**src/hdl/field_sensor_cfg.svh**
```systemverilog
// Field sensor core configuration
// Fixed widths, filter tap shifts, wavelet depth and Manchester bit timing
// shared by every block of the core

`ifndef FIELD_SENSOR_CFG_SVH
`define FIELD_SENSOR_CFG_SVH

// Front end and artifact filter
`define FS_ADC_BITS     4
`define FS_FILT_TAPS    8
`define FS_FILT_WIDTH   8

// Per-tap right shifts, symmetric window
`define FS_TAP_SHIFT_0  3'd1
`define FS_TAP_SHIFT_1  3'd2
`define FS_TAP_SHIFT_2  3'd3
`define FS_TAP_SHIFT_3  3'd4
`define FS_TAP_SHIFT_4  3'd4
`define FS_TAP_SHIFT_5  3'd3
`define FS_TAP_SHIFT_6  3'd2
`define FS_TAP_SHIFT_7  3'd1

// Wavelet split and band classifier
`define FS_DWT_LEVELS   3
`define FS_SUB_WIDTH    12
`define FS_NUM_BANDS    8
`define FS_POWER_WIDTH  16
`define FS_POWER_SHIFT  2
`define FS_CMD_WIDTH    3

// Clock cycles per Manchester bit, must be even
`define FS_BIT_PERIOD   8

`endif

```
**src/hdl/field_sensor_pkg.sv**
```systemverilog
// Field sensor shared types
// Sequencer state encoding plus the sub-band and command data types
// passed between the processing stages

`include "field_sensor_cfg.svh"

package field_sensor_pkg;

    // One pass through the chain, wake to sleep
    typedef enum logic [2:0] {
        IDLE,
        FILTER,
        DECOMPOSE,
        CLASSIFY,
        TRANSMIT,
        SLEEP
    } seq_state_e;

    // Unsigned wavelet coefficient
    typedef logic [`FS_SUB_WIDTH-1:0] sub_band_t;

    // Full set of sub-bands, band 0 is the final approximation
    typedef sub_band_t band_set_t [`FS_NUM_BANDS];

    // Dominant band index sent over LSK
    typedef logic [`FS_CMD_WIDTH-1:0] cmd_t;

endpackage

```
**src/hdl/artifact_filter.sv**
```systemverilog
// Artifact filter
// Holds the last eight ADC samples and forms a shift-add weighted sum,
// one tap per cycle, when started. Done pulses 9 cycles after start.

`include "field_sensor_cfg.svh"

module artifact_filter (
    input  logic                      clk,
    input  logic                      rst_n,
    input  logic [`FS_ADC_BITS-1:0]   adc_data,
    input  logic                      adc_valid,
    input  logic                      start,
    output logic [`FS_FILT_WIDTH-1:0] filt_out,
    output logic                      done,
    output logic                      busy
);

    logic [`FS_FILT_WIDTH-1:0]        delay_line [`FS_FILT_TAPS];
    logic [$clog2(`FS_FILT_TAPS)-1:0] tap_cnt;
    logic [2:0]                       tap_shift;
    logic [`FS_FILT_WIDTH-1:0]        tap_term;
    logic [`FS_FILT_WIDTH-1:0]        acc;
    logic                             last_tap;

    // Weight of the tap under the counter
    always_comb begin
        case (tap_cnt)
            3'd0:    tap_shift = `FS_TAP_SHIFT_0;
            3'd1:    tap_shift = `FS_TAP_SHIFT_1;
            3'd2:    tap_shift = `FS_TAP_SHIFT_2;
            3'd3:    tap_shift = `FS_TAP_SHIFT_3;
            3'd4:    tap_shift = `FS_TAP_SHIFT_4;
            3'd5:    tap_shift = `FS_TAP_SHIFT_5;
            3'd6:    tap_shift = `FS_TAP_SHIFT_6;
            default: tap_shift = `FS_TAP_SHIFT_7;
        endcase
    end

    assign tap_term = delay_line[tap_cnt] >> tap_shift;
    assign last_tap = (tap_cnt == `FS_FILT_TAPS - 1);

    // Sample history, frozen while a sum is in progress
    always_ff @(posedge clk or negedge rst_n) begin
        if (!rst_n) begin
            for (int i = 0; i < `FS_FILT_TAPS; i++) begin
                delay_line[i] <= '0;
            end
        end else if (adc_valid && !busy) begin
            delay_line[0] <= {{(`FS_FILT_WIDTH - `FS_ADC_BITS){1'b0}}, adc_data};
            for (int i = 1; i < `FS_FILT_TAPS; i++) begin
                delay_line[i] <= delay_line[i-1];
            end
        end
    end

    always_ff @(posedge clk or negedge rst_n) begin
        if (!rst_n) begin
            busy    <= 1'b0;
            done    <= 1'b0;
            tap_cnt <= '0;
        end else begin
            done <= 1'b0;
            if (busy) begin
                tap_cnt <= tap_cnt + 1'b1;
                if (last_tap) begin
                    busy <= 1'b0;
                    done <= 1'b1;
                end
            end else if (start) begin
                busy    <= 1'b1;
                tap_cnt <= '0;
            end
        end
    end

    // Running sum, truncated to the output width
    always_ff @(posedge clk) begin
        if (start && !busy) begin
            acc <= '0;
        end else if (busy) begin
            acc <= acc + tap_term;
            if (last_tap) begin
                filt_out <= acc + tap_term;
            end
        end
    end

endmodule

```
**src/hdl/wavelet_decomposer.sv**
```systemverilog
// Wavelet decomposer
// Three-level lifting split of the filter result into eight sub-bands,
// one level per cycle. Done pulses 4 cycles after start.

`include "field_sensor_cfg.svh"

module wavelet_decomposer (
    input  logic                      clk,
    input  logic                      rst_n,
    input  logic [`FS_FILT_WIDTH-1:0] filt_in,
    input  logic                      start,
    output logic [`FS_SUB_WIDTH-1:0]  bands [`FS_NUM_BANDS],
    output logic                      done,
    output logic                      busy
);

    import field_sensor_pkg::*;

    sub_band_t                         approx;
    sub_band_t                         approx_half;
    sub_band_t                         detail;
    logic [$clog2(`FS_DWT_LEVELS)-1:0] level;
    logic                              last_level;

    // Lifting step: predict from the halved approximation
    assign approx_half = approx >> 1;
    assign detail      = approx - approx_half;
    assign last_level  = (level == `FS_DWT_LEVELS - 1);

    // ==================================================
    // Level control
    // ==================================================
    always_ff @(posedge clk or negedge rst_n) begin
        if (!rst_n) begin
            busy  <= 1'b0;
            done  <= 1'b0;
            level <= '0;
        end else begin
            done <= 1'b0;
            if (busy) begin
                level <= level + 1'b1;
                if (last_level) begin
                    busy  <= 1'b0;
                    done  <= 1'b1;
                    level <= '0;
                end
            end else if (start) begin
                busy  <= 1'b1;
                level <= '0;
            end
        end
    end

    // ==================================================
    // Coefficient datapath
    // ==================================================
    always_ff @(posedge clk) begin
        if (start && !busy) begin
            approx <= sub_band_t'(filt_in);
        end else if (busy) begin
            approx <= approx_half;
            // Details of levels 1..3 land in bands 1..3
            bands[level + 1'b1] <= detail;
            if (last_level) begin
                bands[0] <= approx_half;
                // Scaled copies
                bands[4] <= bands[1] >> 1;
                bands[5] <= bands[2] >> 1;
                bands[6] <= detail >> 1;
                bands[7] <= approx_half >> 2;
            end
        end
    end

endmodule

```
**src/hdl/band_classifier.sv**
```systemverilog
// Band classifier
// Squares the sub-bands one per cycle through a single multiplier and
// keeps the strongest. Its index becomes the command 9 cycles after start.

`include "field_sensor_cfg.svh"

module band_classifier (
    input  logic                     clk,
    input  logic                     rst_n,
    input  logic [`FS_SUB_WIDTH-1:0] bands [`FS_NUM_BANDS],
    input  logic                     start,
    output logic [`FS_CMD_WIDTH-1:0] cmd,
    output logic                     done,
    output logic                     busy
);

    import field_sensor_pkg::*;

    cmd_t                        idx;
    cmd_t                        max_idx;
    logic [2*`FS_SUB_WIDTH-1:0]  square;
    logic [`FS_POWER_WIDTH-1:0]  power;
    logic [`FS_POWER_WIDTH-1:0]  max_pwr;
    logic                        is_larger;
    logic                        last_band;

    // Shared squarer, scaled and cut to the power width
    assign square    = bands[idx] * bands[idx];
    assign power     = square[`FS_POWER_SHIFT +: `FS_POWER_WIDTH];

    // Strict compare so the lowest index keeps a tie
    assign is_larger = (power > max_pwr);
    assign last_band = (idx == `FS_NUM_BANDS - 1);

    always_ff @(posedge clk or negedge rst_n) begin
        if (!rst_n) begin
            busy    <= 1'b0;
            done    <= 1'b0;
            idx     <= '0;
            max_idx <= '0;
            max_pwr <= '0;
            cmd     <= '0;
        end else begin
            done <= 1'b0;
            if (busy) begin
                idx <= idx + 1'b1;
                if (is_larger) begin
                    max_pwr <= power;
                    max_idx <= idx;
                end
                if (last_band) begin
                    busy <= 1'b0;
                    done <= 1'b1;
                    // Command updates only together with done
                    cmd  <= is_larger ? idx : max_idx;
                end
            end else if (start) begin
                busy    <= 1'b1;
                idx     <= '0;
                max_idx <= '0;
                max_pwr <= '0;
            end
        end
    end

endmodule

```
**src/hdl/lsk_modulator.sv**
```systemverilog
// LSK modulator
// Sends the command LSB first as Manchester code on the load switch:
// bit value in the first half period, its inverse in the second

`include "field_sensor_cfg.svh"

module lsk_modulator (
    input  logic                     clk,
    input  logic                     rst_n,
    input  logic [`FS_CMD_WIDTH-1:0] cmd,
    input  logic                     start,
    output logic                     lsk_ctrl,
    output logic                     tx_active
);

    import field_sensor_pkg::*;

    cmd_t                                  shift_reg;
    logic [$clog2(`FS_CMD_WIDTH)-1:0]      bit_cnt;
    logic [$clog2(`FS_BIT_PERIOD/2)-1:0]   half_timer;
    logic                                  second_half;
    logic                                  half_end;

    assign half_end = (half_timer == `FS_BIT_PERIOD/2 - 1);

    always_ff @(posedge clk or negedge rst_n) begin
        if (!rst_n) begin
            lsk_ctrl    <= 1'b0;
            tx_active   <= 1'b0;
            shift_reg   <= '0;
            bit_cnt     <= '0;
            half_timer  <= '0;
            second_half <= 1'b0;
        end else if (tx_active) begin
            if (!half_end) begin
                half_timer <= half_timer + 1'b1;
            end else begin
                half_timer <= '0;
                if (!second_half) begin
                    // Mid-bit transition
                    second_half <= 1'b1;
                    lsk_ctrl    <= ~shift_reg[0];
                end else if (bit_cnt == `FS_CMD_WIDTH - 1) begin
                    second_half <= 1'b0;
                    tx_active   <= 1'b0;
                    lsk_ctrl    <= 1'b0;
                end else begin
                    second_half <= 1'b0;
                    bit_cnt     <= bit_cnt + 1'b1;
                    shift_reg   <= shift_reg >> 1;
                    lsk_ctrl    <= shift_reg[1];
                end
            end
        end else if (start) begin
            // First half-bit goes out with tx_active
            tx_active   <= 1'b1;
            lsk_ctrl    <= cmd[0];
            shift_reg   <= cmd;
            bit_cnt     <= '0;
            half_timer  <= '0;
            second_half <= 1'b0;
        end
    end

endmodule

```
**src/hdl/event_sequencer.sv**
```systemverilog
// Event sequencer
// Wake-driven FSM that walks the core through filter, wavelet split,
// classification and transmission, then sleeps one cycle.
// Also drives the power gate of the processing stages.

`include "field_sensor_cfg.svh"

module event_sequencer (
    input  logic clk,
    input  logic rst_n,
    input  logic wake,
    input  logic filt_done,
    input  logic dwt_done,
    input  logic cls_done,
    input  logic tx_active,
    output logic filt_start,
    output logic dwt_start,
    output logic cls_start,
    output logic tx_start,
    output logic pwr_gate_ctrl
);

    import field_sensor_pkg::*;

    seq_state_e state;
    logic       tx_active_q;
    logic       tx_fall;

    // End of transmission
    assign tx_fall = tx_active_q && !tx_active;

    // Stages powered for the whole pass
    assign pwr_gate_ctrl = (state != IDLE) && (state != SLEEP);

    always_ff @(posedge clk or negedge rst_n) begin
        if (!rst_n) begin
            state       <= IDLE;
            tx_active_q <= 1'b0;
            filt_start  <= 1'b0;
            dwt_start   <= 1'b0;
            cls_start   <= 1'b0;
            tx_start    <= 1'b0;
        end else begin
            tx_active_q <= tx_active;
            filt_start  <= 1'b0;
            dwt_start   <= 1'b0;
            cls_start   <= 1'b0;
            tx_start    <= 1'b0;

            // Start pulses rise with the entry into their state
            case (state)
                IDLE: begin
                    if (wake) begin
                        state      <= FILTER;
                        filt_start <= 1'b1;
                    end
                end
                FILTER: begin
                    if (filt_done) begin
                        state     <= DECOMPOSE;
                        dwt_start <= 1'b1;
                    end
                end
                DECOMPOSE: begin
                    if (dwt_done) begin
                        state     <= CLASSIFY;
                        cls_start <= 1'b1;
                    end
                end
                CLASSIFY: begin
                    if (cls_done) begin
                        state    <= TRANSMIT;
                        tx_start <= 1'b1;
                    end
                end
                TRANSMIT: begin
                    if (tx_fall) begin
                        state <= SLEEP;
                    end
                end
                SLEEP:   state <= IDLE;
                default: state <= IDLE;
            endcase
        end
    end

endmodule

```
**src/hdl/field_sensor_top.sv**
```systemverilog
// Field sensor digital core
// Filter, wavelet split, band classifier and LSK modulator under
// control of the wake-driven event sequencer

`include "field_sensor_cfg.svh"

module field_sensor_top (
    input  logic                     clk,
    input  logic                     rst_n,
    input  logic [`FS_ADC_BITS-1:0]  adc_data,
    input  logic                     adc_valid,
    input  logic                     wake,
    output logic [`FS_CMD_WIDTH-1:0] cmd_out,
    output logic                     cmd_valid,
    output logic                     lsk_ctrl,
    output logic                     lsk_tx,
    output logic                     pwr_gate_ctrl,
    output logic                     processing
);

    import field_sensor_pkg::*;

    logic [`FS_FILT_WIDTH-1:0] filt_data;
    band_set_t                 bands;
    cmd_t                      cmd;

    logic filt_start, filt_done, filt_busy;
    logic dwt_start, dwt_done, dwt_busy;
    logic cls_start, cls_done, cls_busy;
    logic tx_start;

    // ==================================================
    // Processing chain
    // ==================================================
    artifact_filter u_filter (
        .clk       (clk),
        .rst_n     (rst_n),
        .adc_data  (adc_data),
        .adc_valid (adc_valid),
        .start     (filt_start),
        .filt_out  (filt_data),
        .done      (filt_done),
        .busy      (filt_busy)
    );

    wavelet_decomposer u_dwt (
        .clk     (clk),
        .rst_n   (rst_n),
        .filt_in (filt_data),
        .start   (dwt_start),
        .bands   (bands),
        .done    (dwt_done),
        .busy    (dwt_busy)
    );

    band_classifier u_classifier (
        .clk   (clk),
        .rst_n (rst_n),
        .bands (bands),
        .start (cls_start),
        .cmd   (cmd),
        .done  (cls_done),
        .busy  (cls_busy)
    );

    lsk_modulator u_lsk (
        .clk       (clk),
        .rst_n     (rst_n),
        .cmd       (cmd),
        .start     (tx_start),
        .lsk_ctrl  (lsk_ctrl),
        .tx_active (lsk_tx)
    );

    // ==================================================
    // Control
    // ==================================================
    event_sequencer u_seq (
        .clk           (clk),
        .rst_n         (rst_n),
        .wake          (wake),
        .filt_done     (filt_done),
        .dwt_done      (dwt_done),
        .cls_done      (cls_done),
        .tx_active     (lsk_tx),
        .filt_start    (filt_start),
        .dwt_start     (dwt_start),
        .cls_start     (cls_start),
        .tx_start      (tx_start),
        .pwr_gate_ctrl (pwr_gate_ctrl)
    );

    assign cmd_out    = cmd;
    assign cmd_valid  = cls_done;
    assign processing = filt_busy | dwt_busy | cls_busy;

endmodule

```
**config.mk**
```make
export PLATFORM = sky130hd
export DESIGN_NAME = field_sensor_top
export DESIGN_NICKNAME = d
export VERILOG_FILES = /design/src/hdl/field_sensor_pkg.sv /design/src/hdl/artifact_filter.sv /design/src/hdl/wavelet_decomposer.sv /design/src/hdl/band_classifier.sv /design/src/hdl/lsk_modulator.sv /design/src/hdl/event_sequencer.sv /design/src/hdl/field_sensor_top.sv
export VERILOG_INCLUDE_DIRS = /design/src /design/src/hdl
export SDC_FILE = /design/constraint.sdc
export NUM_CORES = 1
export LEC_CHECK = 0
export ABC_AREA = 1
export BUFFER_PORTS_ARGS = -buffer_cell sky130_fd_sc_hd__buf_2
export CELL_PAD_IN_SITES_DETAIL_PLACEMENT = 1
export CELL_PAD_IN_SITES_GLOBAL_PLACEMENT = 1
export CORE_MARGIN = 1.5
export CORE_UTILIZATION = 30
export CTS_CLUSTER_SIZE = 14
export DETAILED_ROUTE_END_ITERATION = 8
export GPL_ROUTABILITY_DRIVEN = 0
export PLACE_DENSITY = 0.54
export SYNTH_ARGS = -nofsm -noshare
export SYNTH_HDL_FRONTEND = slang
export SYNTH_SLANG_ARGS = --single-unit
```
**constraint.sdc**
```tcl
create_clock -name clk -period 5.95 [get_ports clk]
set_input_delay 0.2975 -clock clk [delete_from_list [all_inputs] [get_ports clk]]
set_output_delay 0.2975 -clock clk [all_outputs]
set_load 0.005 [all_outputs]
```
## Yosys cells after proc, flatten, opt, wreduce, memory -nomap -nowiden

Index checks and enable logic that the tools add are counted.

- Register bits after elaboration: 206
- Word-level logic and storage cells: 210
- Output and inout bits: 8

- $lt $le $gt $ge: 5
- Multiply operators: 1
- Mux-type cells: 81
- Bitwise logic cells: 8
- Reduce and logical (&&, ||, !) cells: 26
- Shift operators: 1
- $add $sub $neg: 7
- Equal/unequal tests: 25

Operator list:

| cell | number |
|---|---|
| bitwise mux 96 bit | 1 |
| two-way mux 16 bit | 3 |
| two-way mux 3 bit | 16 |
| two-way mux 47 bit | 1 |
| two-way mux 1 bit | 37 |
| binary-select mux 12 bit (select 3 bit) | 1 |
| demux 12 bit (select 3 bit) | 1 |
| two-way mux 12 bit | 3 |
| two-way mux 8 bit | 4 |
| binary-select mux 8 bit (select 3 bit) | 1 |
| two-way mux 2 bit | 10 |
| equality test 3 bit (second input constant) | 6 |
| multiplier 12 x 12 -> 18 bit | 1 |
| greater-than comparator 16 bit | 1 |
| != test 2 bit (second input constant) | 8 |
| one-hot mux 3 bit (5 select lines) | 1 |
| equality test 3 x 2 -> 1 bit (second input constant) | 4 |
| nonzero test 2 bit | 5 |
| one-hot mux 3 bit (3 select lines) | 1 |
| subtractor 8 x 7 -> 9 bit | 1 |
| adder 8 bit | 1 |
| >= comparator 4 bit (second input constant) | 2 |
| inverter 3 -> 4 bit | 2 |
| AND reduction 2 bit | 4 |
| other kinds (21) | 39 |

## Logic depth before layout (Yosys ltp)

Gate-level depths: netlist of the first run.

- Depth after elaboration: 8
- Mapped depth: 40
- Mapped depth without buffers: 37

## Modules after synthesis

From an unflattened synthesis of the first run, not the netlist that was laid out.

- Cells, all modules: 1498
- Area total of the unflattened synthesis: 12747.2 um^2

Modules (own cells, without submodules):

| module | instances | seq. area each (um^2) | area each (um^2) | cells an instance |
|---|---|---|---|---|
| band_classifier | 1 | 675.6 | 6044.5 | 821 |
| wavelet_decomposer | 1 | 2382.3 | 3467.1 | 288 |
| artifact_filter | 1 | 1126.1 | 2249.7 | 268 |
| lsk_modulator | 1 | 250.2 | 545.5 | 63 |
| event_sequencer | 1 | 200.2 | 429.2 | 55 |
| field_sensor_top | 1 | 0.0 | 11.3 | 3 |

## Worst setup path before layout of the first run

Ideal clock, no wire load.

- Kind: reg2reg
- From: register u_classifier.idx[0]
- To: register u_classifier.max_pwr[3]
- Stages on the path, launching flop included: 36
- Required time: 5.832 ns
- Data arrival time: 6.388 ns
- Period minus slack after synthesis: 6.506 ns
- Buffers on the path: 3
- Path slack: -0.556 ns
- Setup time: 0.118 ns
- Path through: dfrtp_1 inv_2 buf_4 buf_2 nor2_1 o221ai_1 nand2_1 nor2_1 inv_1 fa_1 inv_1 fa_1 inv_1 fa_1 inv_1 fa_1 inv_1 fa_1 inv_1 ha_1 nand2_1 nor2_1 nand2_1 a21oi_1 nor2_1 nand2_1 nand2_1 ha_1 nand2_1 nor3_1 nand3_1 nand3_2 inv_2 buf_4 nand2_1 nand2_1

- Word-level cells in the longest chain between the ends: 8

RTL lines:

| element | RTL line | source |
|---|---|---|
| from (decl) | band_classifier.sv:19 | `cmd_t idx;` |
| from (signal assigned) | band_classifier.sv:46 | `idx <= idx + 1'b1;` |
| inverter 3 -> 4 bit (not written as such) * | band_classifier.sv:28 | `assign square = bands[idx] * bands[idx];` |
| binary-select mux 12 bit (select 3 bit) * | band_classifier.sv:28 |  |
| two-way mux 12 bit (not written as such) * (2 in series) | band_classifier.sv:28 |  |
| multiplier 12 x 12 -> 18 bit * | band_classifier.sv:28 |  |
| greater-than comparator 16 bit | band_classifier.sv:32 | `assign is_larger = (power > max_pwr);` |
| != test 2 bit (no line) | - |  |
| AND reduction 2 bit (no line) | - |  |
| to (signal assigned) | band_classifier.sv:48 | `max_pwr <= power;` |
| to (decl) | band_classifier.sv:23 | `` logic [`FS_POWER_WIDTH-1:0] max_pwr; `` |

Every way passes the cells marked *; elsewhere a longest branch is shown, timed or not. The select of a mux whose other input is x is not followed.
A chain may end at the register's enable or synchronous reset.

## Final worst setup path of the first run

- From: register u_classifier.idx[0]
- To: register u_classifier.max_pwr[2]

Same word-level chain as after synthesis.

==> results of run 1 <==
## cells by family after synthesis
logic type	Yosys count	share of synthesized area, %
compound gates	198	9.41
xor+xnor	27	2.02
fa+ha+maj	151	20.9
buf+inv	327	10.8
flops	170	39.5
mux	1	0.0961
other cells	1	0.0320
simple gates	499	17.3
## what timing repair did
item | 4_1_cts | 5_1_grt
setup buffers | 16 | 7
gates resized for setup | 46 | 16
endpoints found under the setup margin | 22 | 22
hold endpoints to repair | 0 | 0
gates cloned | 1 | 1
pin swaps | 20 | 16
## per-layer routing
layer  vias up  share of wire [%]  global-route usage, %
li1       4618                  -                      -
met1      4477                 45                   19.0
met2        72                 52                   28.8
met3        26                1.5                   1.88
met4         0                1.4                   3.60
met5         -                  0                      0
## worst register-to-register path: cells and delay by family, from the launching register on
kind | cells | cell delay [ns]
fa+ha+maj | 7 | 3.01
flops | 1 | 0.42
buf+inv | 9 | 0.83
compound gates | 4 | 0.74
simple gates | 10 | 1.33
xor+xnor | 1 | 0.20
## per-stage QoR
stage	cell area, um2	TNS, ns	util (%)	setup WS (ns)
floorplan	12000	-1.49	-	-0.141
global placement	13600	-14.43	35.2	-0.670
detailed placement	13600	-15.40	35.2	-0.716
CTS	14500	-12.93	37.6	-0.608
global route	14600	-22.43	38.0	-1.05
finish	14600	-14.25	38.0	-0.671
## Yosys cell counts, types with 3 or more instances
library cell                 n
sky130_fd_sc_hd__nand4_1     6
sky130_fd_sc_hd__buf_4       4
sky130_fd_sc_hd__dfxtp_1     8
sky130_fd_sc_hd__o211ai_1    4
sky130_fd_sc_hd__nand2_1   280
sky130_fd_sc_hd__xnor2_1    11
sky130_fd_sc_hd__nand3_1    60
sky130_fd_sc_hd__inv_2      19
sky130_fd_sc_hd__o21ai_4     4
sky130_fd_sc_hd__dfrtp_1    78
sky130_fd_sc_hd__nor2_1    129
sky130_fd_sc_hd__buf_2      14
sky130_fd_sc_hd__nor3_1      5
sky130_fd_sc_hd__ha_1       77
sky130_fd_sc_hd__nor2_2      4
sky130_fd_sc_hd__o21ai_1    13
sky130_fd_sc_hd__or2_2       5
sky130_fd_sc_hd__fa_1       74
sky130_fd_sc_hd__o22ai_1    16
sky130_fd_sc_hd__edfxtp_1   84
sky130_fd_sc_hd__inv_1     272
sky130_fd_sc_hd__a21oi_1    75
sky130_fd_sc_hd__buf_1       3
sky130_fd_sc_hd__a22o_1      4
sky130_fd_sc_hd__nand2_2     4
sky130_fd_sc_hd__xor2_1     16
sky130_fd_sc_hd__clkbuf_1   14
sky130_fd_sc_hd__o21ai_0    73
## layout by cell type, fill, tap and decap left out, types with 8 or more instances in the layout
master	n
sky130_fd_sc_hd__a21oi_1	65
sky130_fd_sc_hd__a21oi_2	9
sky130_fd_sc_hd__buf_2	13
sky130_fd_sc_hd__buf_4	152
sky130_fd_sc_hd__clkbuf_16	20
sky130_fd_sc_hd__dfrtp_1	77
sky130_fd_sc_hd__dfxtp_1	8
sky130_fd_sc_hd__edfxtp_1	84
sky130_fd_sc_hd__fa_1	73
sky130_fd_sc_hd__ha_1	67
sky130_fd_sc_hd__ha_4	10
sky130_fd_sc_hd__inv_1	264
sky130_fd_sc_hd__inv_2	23
sky130_fd_sc_hd__nand2_1	253
sky130_fd_sc_hd__nand2_2	22
sky130_fd_sc_hd__nand2_4	9
sky130_fd_sc_hd__nand3_1	54
sky130_fd_sc_hd__nor2_1	122
sky130_fd_sc_hd__o21ai_0	66
sky130_fd_sc_hd__o21ai_1	17
sky130_fd_sc_hd__o22ai_1	16
sky130_fd_sc_hd__xnor2_1	11
sky130_fd_sc_hd__xor2_1	15
## how the worst max path moves through the flow
stage	end	cells after the start
finish	u_classifier.max_pwr[2]	31
CTS	u_classifier.max_pwr[9]	31
global route	u_classifier.max_pwr[4]	33
global placement	u_classifier.max_idx[0]	33
floorplan	u_classifier.max_pwr[8]	34
detailed placement	u_classifier.max_idx[0]	33
## area by class of cell
cell class | instances | area [um2]
Fill cell | 4629 | 23900
Multi-Input combinational cell | 877 | 6250
Sequential cell | 170 | 4640
Timing Repair Buffer | 178 | 1410
Inverter | 292 | 1110
Tap cell | 518 | 648
Clock buffer | 21 | 503
Clock inverter | 11 | 93.8
==> results.json, run 1 <==
{
  "synth_warnings": 0,
  "start_util_pct": 30.4,
  "detailed_place_hpwl_mm": 23.2,
  "worst-path-max-fanout": 7,
  "drt_drc_violations_left": 0,
  "first_pass_iters": 4,
  "wl_per_cell_um": 14.4,
  "max_clk_rate_ghz": 0.151,
  "worst-r2r-cell-count": 31,
  "cts_tree": "done",
  "place.detailed.instances": 2010,
  "grt_pass1_wl_mm": 50.4,
  "largest_reg_flops": 68,
  "antenna_found_initial": 0,
  "min_path_type": "in2async",
  "nets": 1695,
  "outcome": "complete, but fails checks",
  "drt.antenna.violating_nets": 0,
  "top_regs": "u_dwt.bands x68, u_filter.delay_line x24, u_classifier.max_pwr x16",
  "timing.slew.headroom_pct": 24.7,
  "design.die.area_mm2": 0.0403,
  "placement.io_buffers": 14,
  "synth_flop_cell": "sky130_fd_sc_hd__edfxtp_1",
  "clk_latency_ns": 0.43,
  "finalWorstPathRequiredPeriod_ns": 6.62,
  "required_arrival_time_at_the_worst_endpoint_ns": 6.26,
  "final-setup-viol-count": 22,
  "antenna-diode-count": 0,
  "regMostFlops": "u_dwt.bands",
  "synth_top_area_cells": "sky130_fd_sc_hd__edfxtp_1, sky130_fd_sc_hd__dfrtp_1, sky130_fd_sc_hd__fa_1",
  "critical_path.n_buffers_inverters": 9,
  "syn_avg_cell_area_um2": 8.53,
  "fp.dieH_um": 201,
  "syn_to_final_growth_pct": 25.0,
  "drt_iter0_drc": 306,
  "worst_pin_slew_ns": 1.13,
  "rsz0062_at_grt": "yes",
  "final.setup_skew_ns": 0.0143,
  "worst_setup_path_startpoint": "u_classifier.idx[0]",
  "cts_buffers": 17,
  "clockRootBuffer": "sky130_fd_sc_hd__clkbuf_16",
  "worst_setup_path_end_kind": "flop",
  "timing.final.crit_share_pct": 111,
  "grt_pass1_vias": 10100,
  "count_of_endpoints_failing_hold_in_the_final_timing_report": 0,
  "cp.arrival_ns": 6.93,
  "crit-reg2reg-launch": "u_classifier.idx[0]",
  "cts_hold_buf": 0,
  "setup.worst_path.start_class": "flop",
  "synth_async_sr_flop_share_pct": 45.9,
  "worst_hold_check_slack_ns": 0.0364,
  "vias": 9193,
  "groute.usage.overall_pct": 15.5,
  "gr-total-overflow": 0,
  "netlist-cell-type-count": 41,
  "finalNonFillerCells": 2067,
  "fp.dieW_um": 201,
  "critPathMaxStageDelay_ns": 0.55,
  "area_of_the_core_mm2": 0.0386,
  "drive_gt1_share_pct": 21.0,
  "count_of_max_cap_constraint_violations": 0,
  "max-clock-path-buffers": 2,
  "cts_max_level": 4,
  "vias_per_cell": 4.45,
  "regToRegSetupSlack_ns": -0.67,
  "top_level_ports": 16,
  "floorplan.rows": 72,
  "synth_top_area_share_pct": 21.5,
  "detail_route.wirelength_mm": 29.7,
  "post_synth_inst_count": 1374,
  "clock_sink_count": 170,
  "slew_viol_final": 0,
  "critical_path_class": "reg2reg",
  "seq_area_frac_synth_pct": 39.5,
  "synth_largest_area_cell": "sky130_fd_sc_hd__edfxtp_1",
  "setup_ws_ns": -0.671,
  "post_synth_instance_area_mm2": 0.0117,
  "rr_endpoint": "u_classifier.max_pwr[2]",
  "clk_pin_slew_ns": 0.07,
  "critical_path.slowest_cell": "sky130_fd_sc_hd__fa_1",
  "synth.net_count": 1533,
  "crit_path_frequent_cell": "sky130_fd_sc_hd__fa_1",
  "synth_seq_cells": 170,
  "synth_edf_count": 84,
  "critical-path-top-delay-family": "adder cells",
  "failed_checks": "setup timing",
  "grt_max_degree": 79
}
Power of run 1 is not shown: default switching activity piles up to over one toggle a cycle in this logic, so the estimate is an artifact.
==> run 2: changes to the inputs <==
- ABC_AREA: 1 -> not set
- PLACE_DENSITY: 0.54 -> 0.51
- SYNTH_HIERARCHICAL: not set -> 1
==> run 2 against run 1 <==
Compared with the run above:
- the run still ends with setup timing left
- final cell count is 13% lower
- critical path depth shrank 1
- area after synthesis grew 3.9%
- register-to-register slack lost 0.90 ns
- first-iteration DRC count is 29% lower
- non-clock buffer count increased by 5
- utilization is 0.68 points lower
- critical path type unchanged
==> results.json, run 2 <==
{
  "outcome": "complete, but fails checks",
  "failed_checks": "setup timing",
  "regMostFlops": "u_dwt/bands",
  "min_path_type": "in2reg",
  "top_level_ports": 16,
  "cp.arrival_ns": 7.87,
  "synth_largest_area_cell": "sky130_fd_sc_hd__edfxtp_1",
  "grt_max_degree": 47,
  "yosysMostFrequentCell": "sky130_fd_sc_hd__inv_1",
  "cts_buffers": 17,
  "cts_tree": "done",
  "layout_commonest_cell": "sky130_fd_sc_hd__inv_1",
  "synth_warnings": 6,
  "synth_edf_count": 84,
  "clk_latency_ns": 0.43,
  "fp.dieW_um": 204,
  "hold_start": "adc_data[1]",
  "wl_per_cell_um": 16.0,
  "slew_viol_final": 0,
  "synth_top_cells_by_count": "sky130_fd_sc_hd__inv_1, sky130_fd_sc_hd__edfxtp_1, sky130_fd_sc_hd__dfrtp_1",
  "floorplan.rows": 73,
  "drt_drc_violations_left": 0,
  "setup.worst_path.start_class": "flop",
  "most_frequent_cells_in_the_layout": "sky130_fd_sc_hd__inv_1, sky130_fd_sc_hd__buf_4, sky130_fd_sc_hd__edfxtp_1",
  "critical_path_class": "reg2reg",
  "post_synth_inst_count": 1108,
  "synth_async_sr_flop_share_pct": 45.9,
  "netlist-cell-type-count": 78,
  "nets": 1414,
  "worst_setup_path_end_kind": "flop",
  "crit-reg2reg-launch": "u_classifier/idx[0]",
  "drive_gt1_share_pct": 28.6,
  "antenna_found_initial": 0,
  "area_of_the_core_mm2": 0.0399,
  "final-setup-viol-count": 22,
  "critPathMaxStageDelay_ns": 0.54,
  "finalWorstPathRequiredPeriod_ns": 7.52,
  "max-clock-path-buffers": 2,
  "fin_setup_tns_ns": -32.93,
  "cts_max_level": 4,
  "synth_top_area_cells": "sky130_fd_sc_hd__edfxtp_1, sky130_fd_sc_hd__dfrtp_1, sky130_fd_sc_hd__fa_1",
  "grt_pass1_vias": 9197,
  "syn_avg_cell_area_um2": 11.0,
  "regToRegSetupSlack_ns": -1.57,
  "synth_seq_cells": 170,
  "critical_path.slowest_cell": "sky130_fd_sc_hd__fa_1",
  "clk_pin_slew_ns": 0.07,
  "drt_iter0_drc": 216,
  "design.die.area_mm2": 0.0418,
  "synth_flop_cell": "sky130_fd_sc_hd__edfxtp_1",
  "multiInputGateArea_mm2": 0.00680,
  "drt.antenna.violating_nets": 0,
  "area.sequential_mm2": 0.00464,
  "antenna-diode-count": 0,
  "vias": 8247,
  "seq_area_frac_synth_pct": 38.1,
  "vias_per_cell": 4.60,
  "clockRootBuffer": "sky130_fd_sc_hd__clkbuf_16",
  "filler_cell_count": 4398,
  "fp.dieH_um": 204,
  "worst_pin_slew_ns": 1.12,
  "final.setup_skew_ns": 0.0117,
  "placement.io_buffers": 14,
  "timing.slew.headroom_pct": 25.1,
  "detail_route.wirelength_mm": 28.7,
  "worst_setup_path_startpoint": "u_classifier/idx[0]",
  "worst-path-max-fanout": 5,
  "max_clk_rate_ghz": 0.133,
  "timing.final.crit_share_pct": 126,
  "setup_ws_ns": -1.57,
  "largest_reg_flops": 68,
  "post_synth_instance_area_mm2": 0.0122,
  "synth_top_area_share_pct": 20.7,
  "rsz0062_at_grt": "yes",
  "first_pass_iters": 4,
  "clock_sink_count": 170,
  "grt_pass1_wl_mm": 48.0,
  "groute.usage.overall_pct": 14.7,
  "start_util_pct": 30.5,
  "required_arrival_time_at_the_worst_endpoint_ns": 6.29,
  "gr-total-overflow": 0,
  "count_of_max_cap_constraint_violations": 0,
  "count_of_endpoints_failing_hold_in_the_final_timing_report": 0,
  "detailed_place_hpwl_mm": 22.0,
  "top_regs": "u_dwt/bands x68, u_filter/delay_line x24, u_classifier/max_pwr x16",
  "syn_to_final_growth_pct": 22.3
}
==> run 2: changes by cell type in the layout (fill, tap and decap cells not counted), sizes merged, moves of 24 or more <==
cell,delta
mux2,+32
a21oi,-42
o21ai,-52
and2,+29
nand2,-208
nor2,-72
nand3,-47
mux4,+30
mux2i,+24
inv,-106
==> run 2: worst max-delay path: cells and delay by family (launching register included) <==
family                     cells  cell delay (ns)
and+or+nand+nor                6             1.29
AOI/OAI and AO/OA              5             1.09
DFF                            1             0.47
xor gates and xnor gates       1             0.23
adders and majority gates      7             2.58
muxes                          3             0.84
buffers and inverters          8             0.93
==> run 2: cell families (layout without fill, tap and decap cells) <==
group                    count (synthesis)  in the layout  synth area share (%)
AND/OR/NAND/NOR                        264            264                  10.9
buffers and inverters                  259            408                  9.54
flip-flops                             170            170                  38.1
adder cells (fa/ha/maj)                152            152                  20.4
AO/OA/AOI/OAI                          146            146                  8.03
multiplexers                            87             87                  11.0
XOR/XNOR                                28             28                  2.01
other                                    2             11                0.0617
==> run 2: final timing paths <==
path | cells after the start | endpoint
setup / recovery | 30 | u_classifier/max_idx[1]
hold / removal | 2 | u_filter/delay_line[57]
setup reg to reg | 30 | u_classifier/max_idx[1]
hold reg to reg | 2 | u_filter/acc[0]
max in group asynchronous | 3 | u_classifier/idx[0]
min in group asynchronous | 2 | u_filter/delay_line[41]
==> run 2: per-stage QoR <==
step / cells / cell area (um2) / util (%) / hold WS [ns] / worst slack [ns]
global placement: 1726 / 13700 / 34.3 / 0.273 / -1.57
global route: 1791 / 14900 / 37.3 / 0.0799 / -1.96
floorplan: 1117 / 12300 / - / 0.00191 / -1.48
detailed placement: 1726 / 13700 / 34.3 / 0.273 / -1.84
finish: 1791 / 14900 / 37.3 / 0.0920 / -1.57
CTS: 1779 / 14700 / 36.7 / 0.0661 / -1.54
==> run 2: layout make-up <==
type,instances,area share [%]
clock buffer,28,3.92
tap,525,4.41
timing repair buffer,183,9.72
sequential,170,31.1
multi-input combinational,688,45.7
clock inverter,3,0.134
inverter,194,5.01
==> run 2: metal layers <==
| layer | vias up | share of wire [%] | GRT usage [%] |
|---|---|---|---|
| li1 | 3968 | - | - |
| met3 | 23 | 1.7 | 1.96 |
| met4 | 0 | 1.4 | 3.97 |
| met2 | 63 | 53 | 26.8 |
| met1 | 4193 | 44 | 18.1 |
| met5 | - | 0 | 0 |
==> run 2: timing repair <==
action,in CTS,in global routing
gates resized for setup,47,39
buffers inserted,20,14
hold endpoints to repair,32,0
pin swaps,31,31
cloned,2,0
hold buffers,1,0
endpoints found under the setup margin,22,22
Power of run 2 is left out for the same reason.
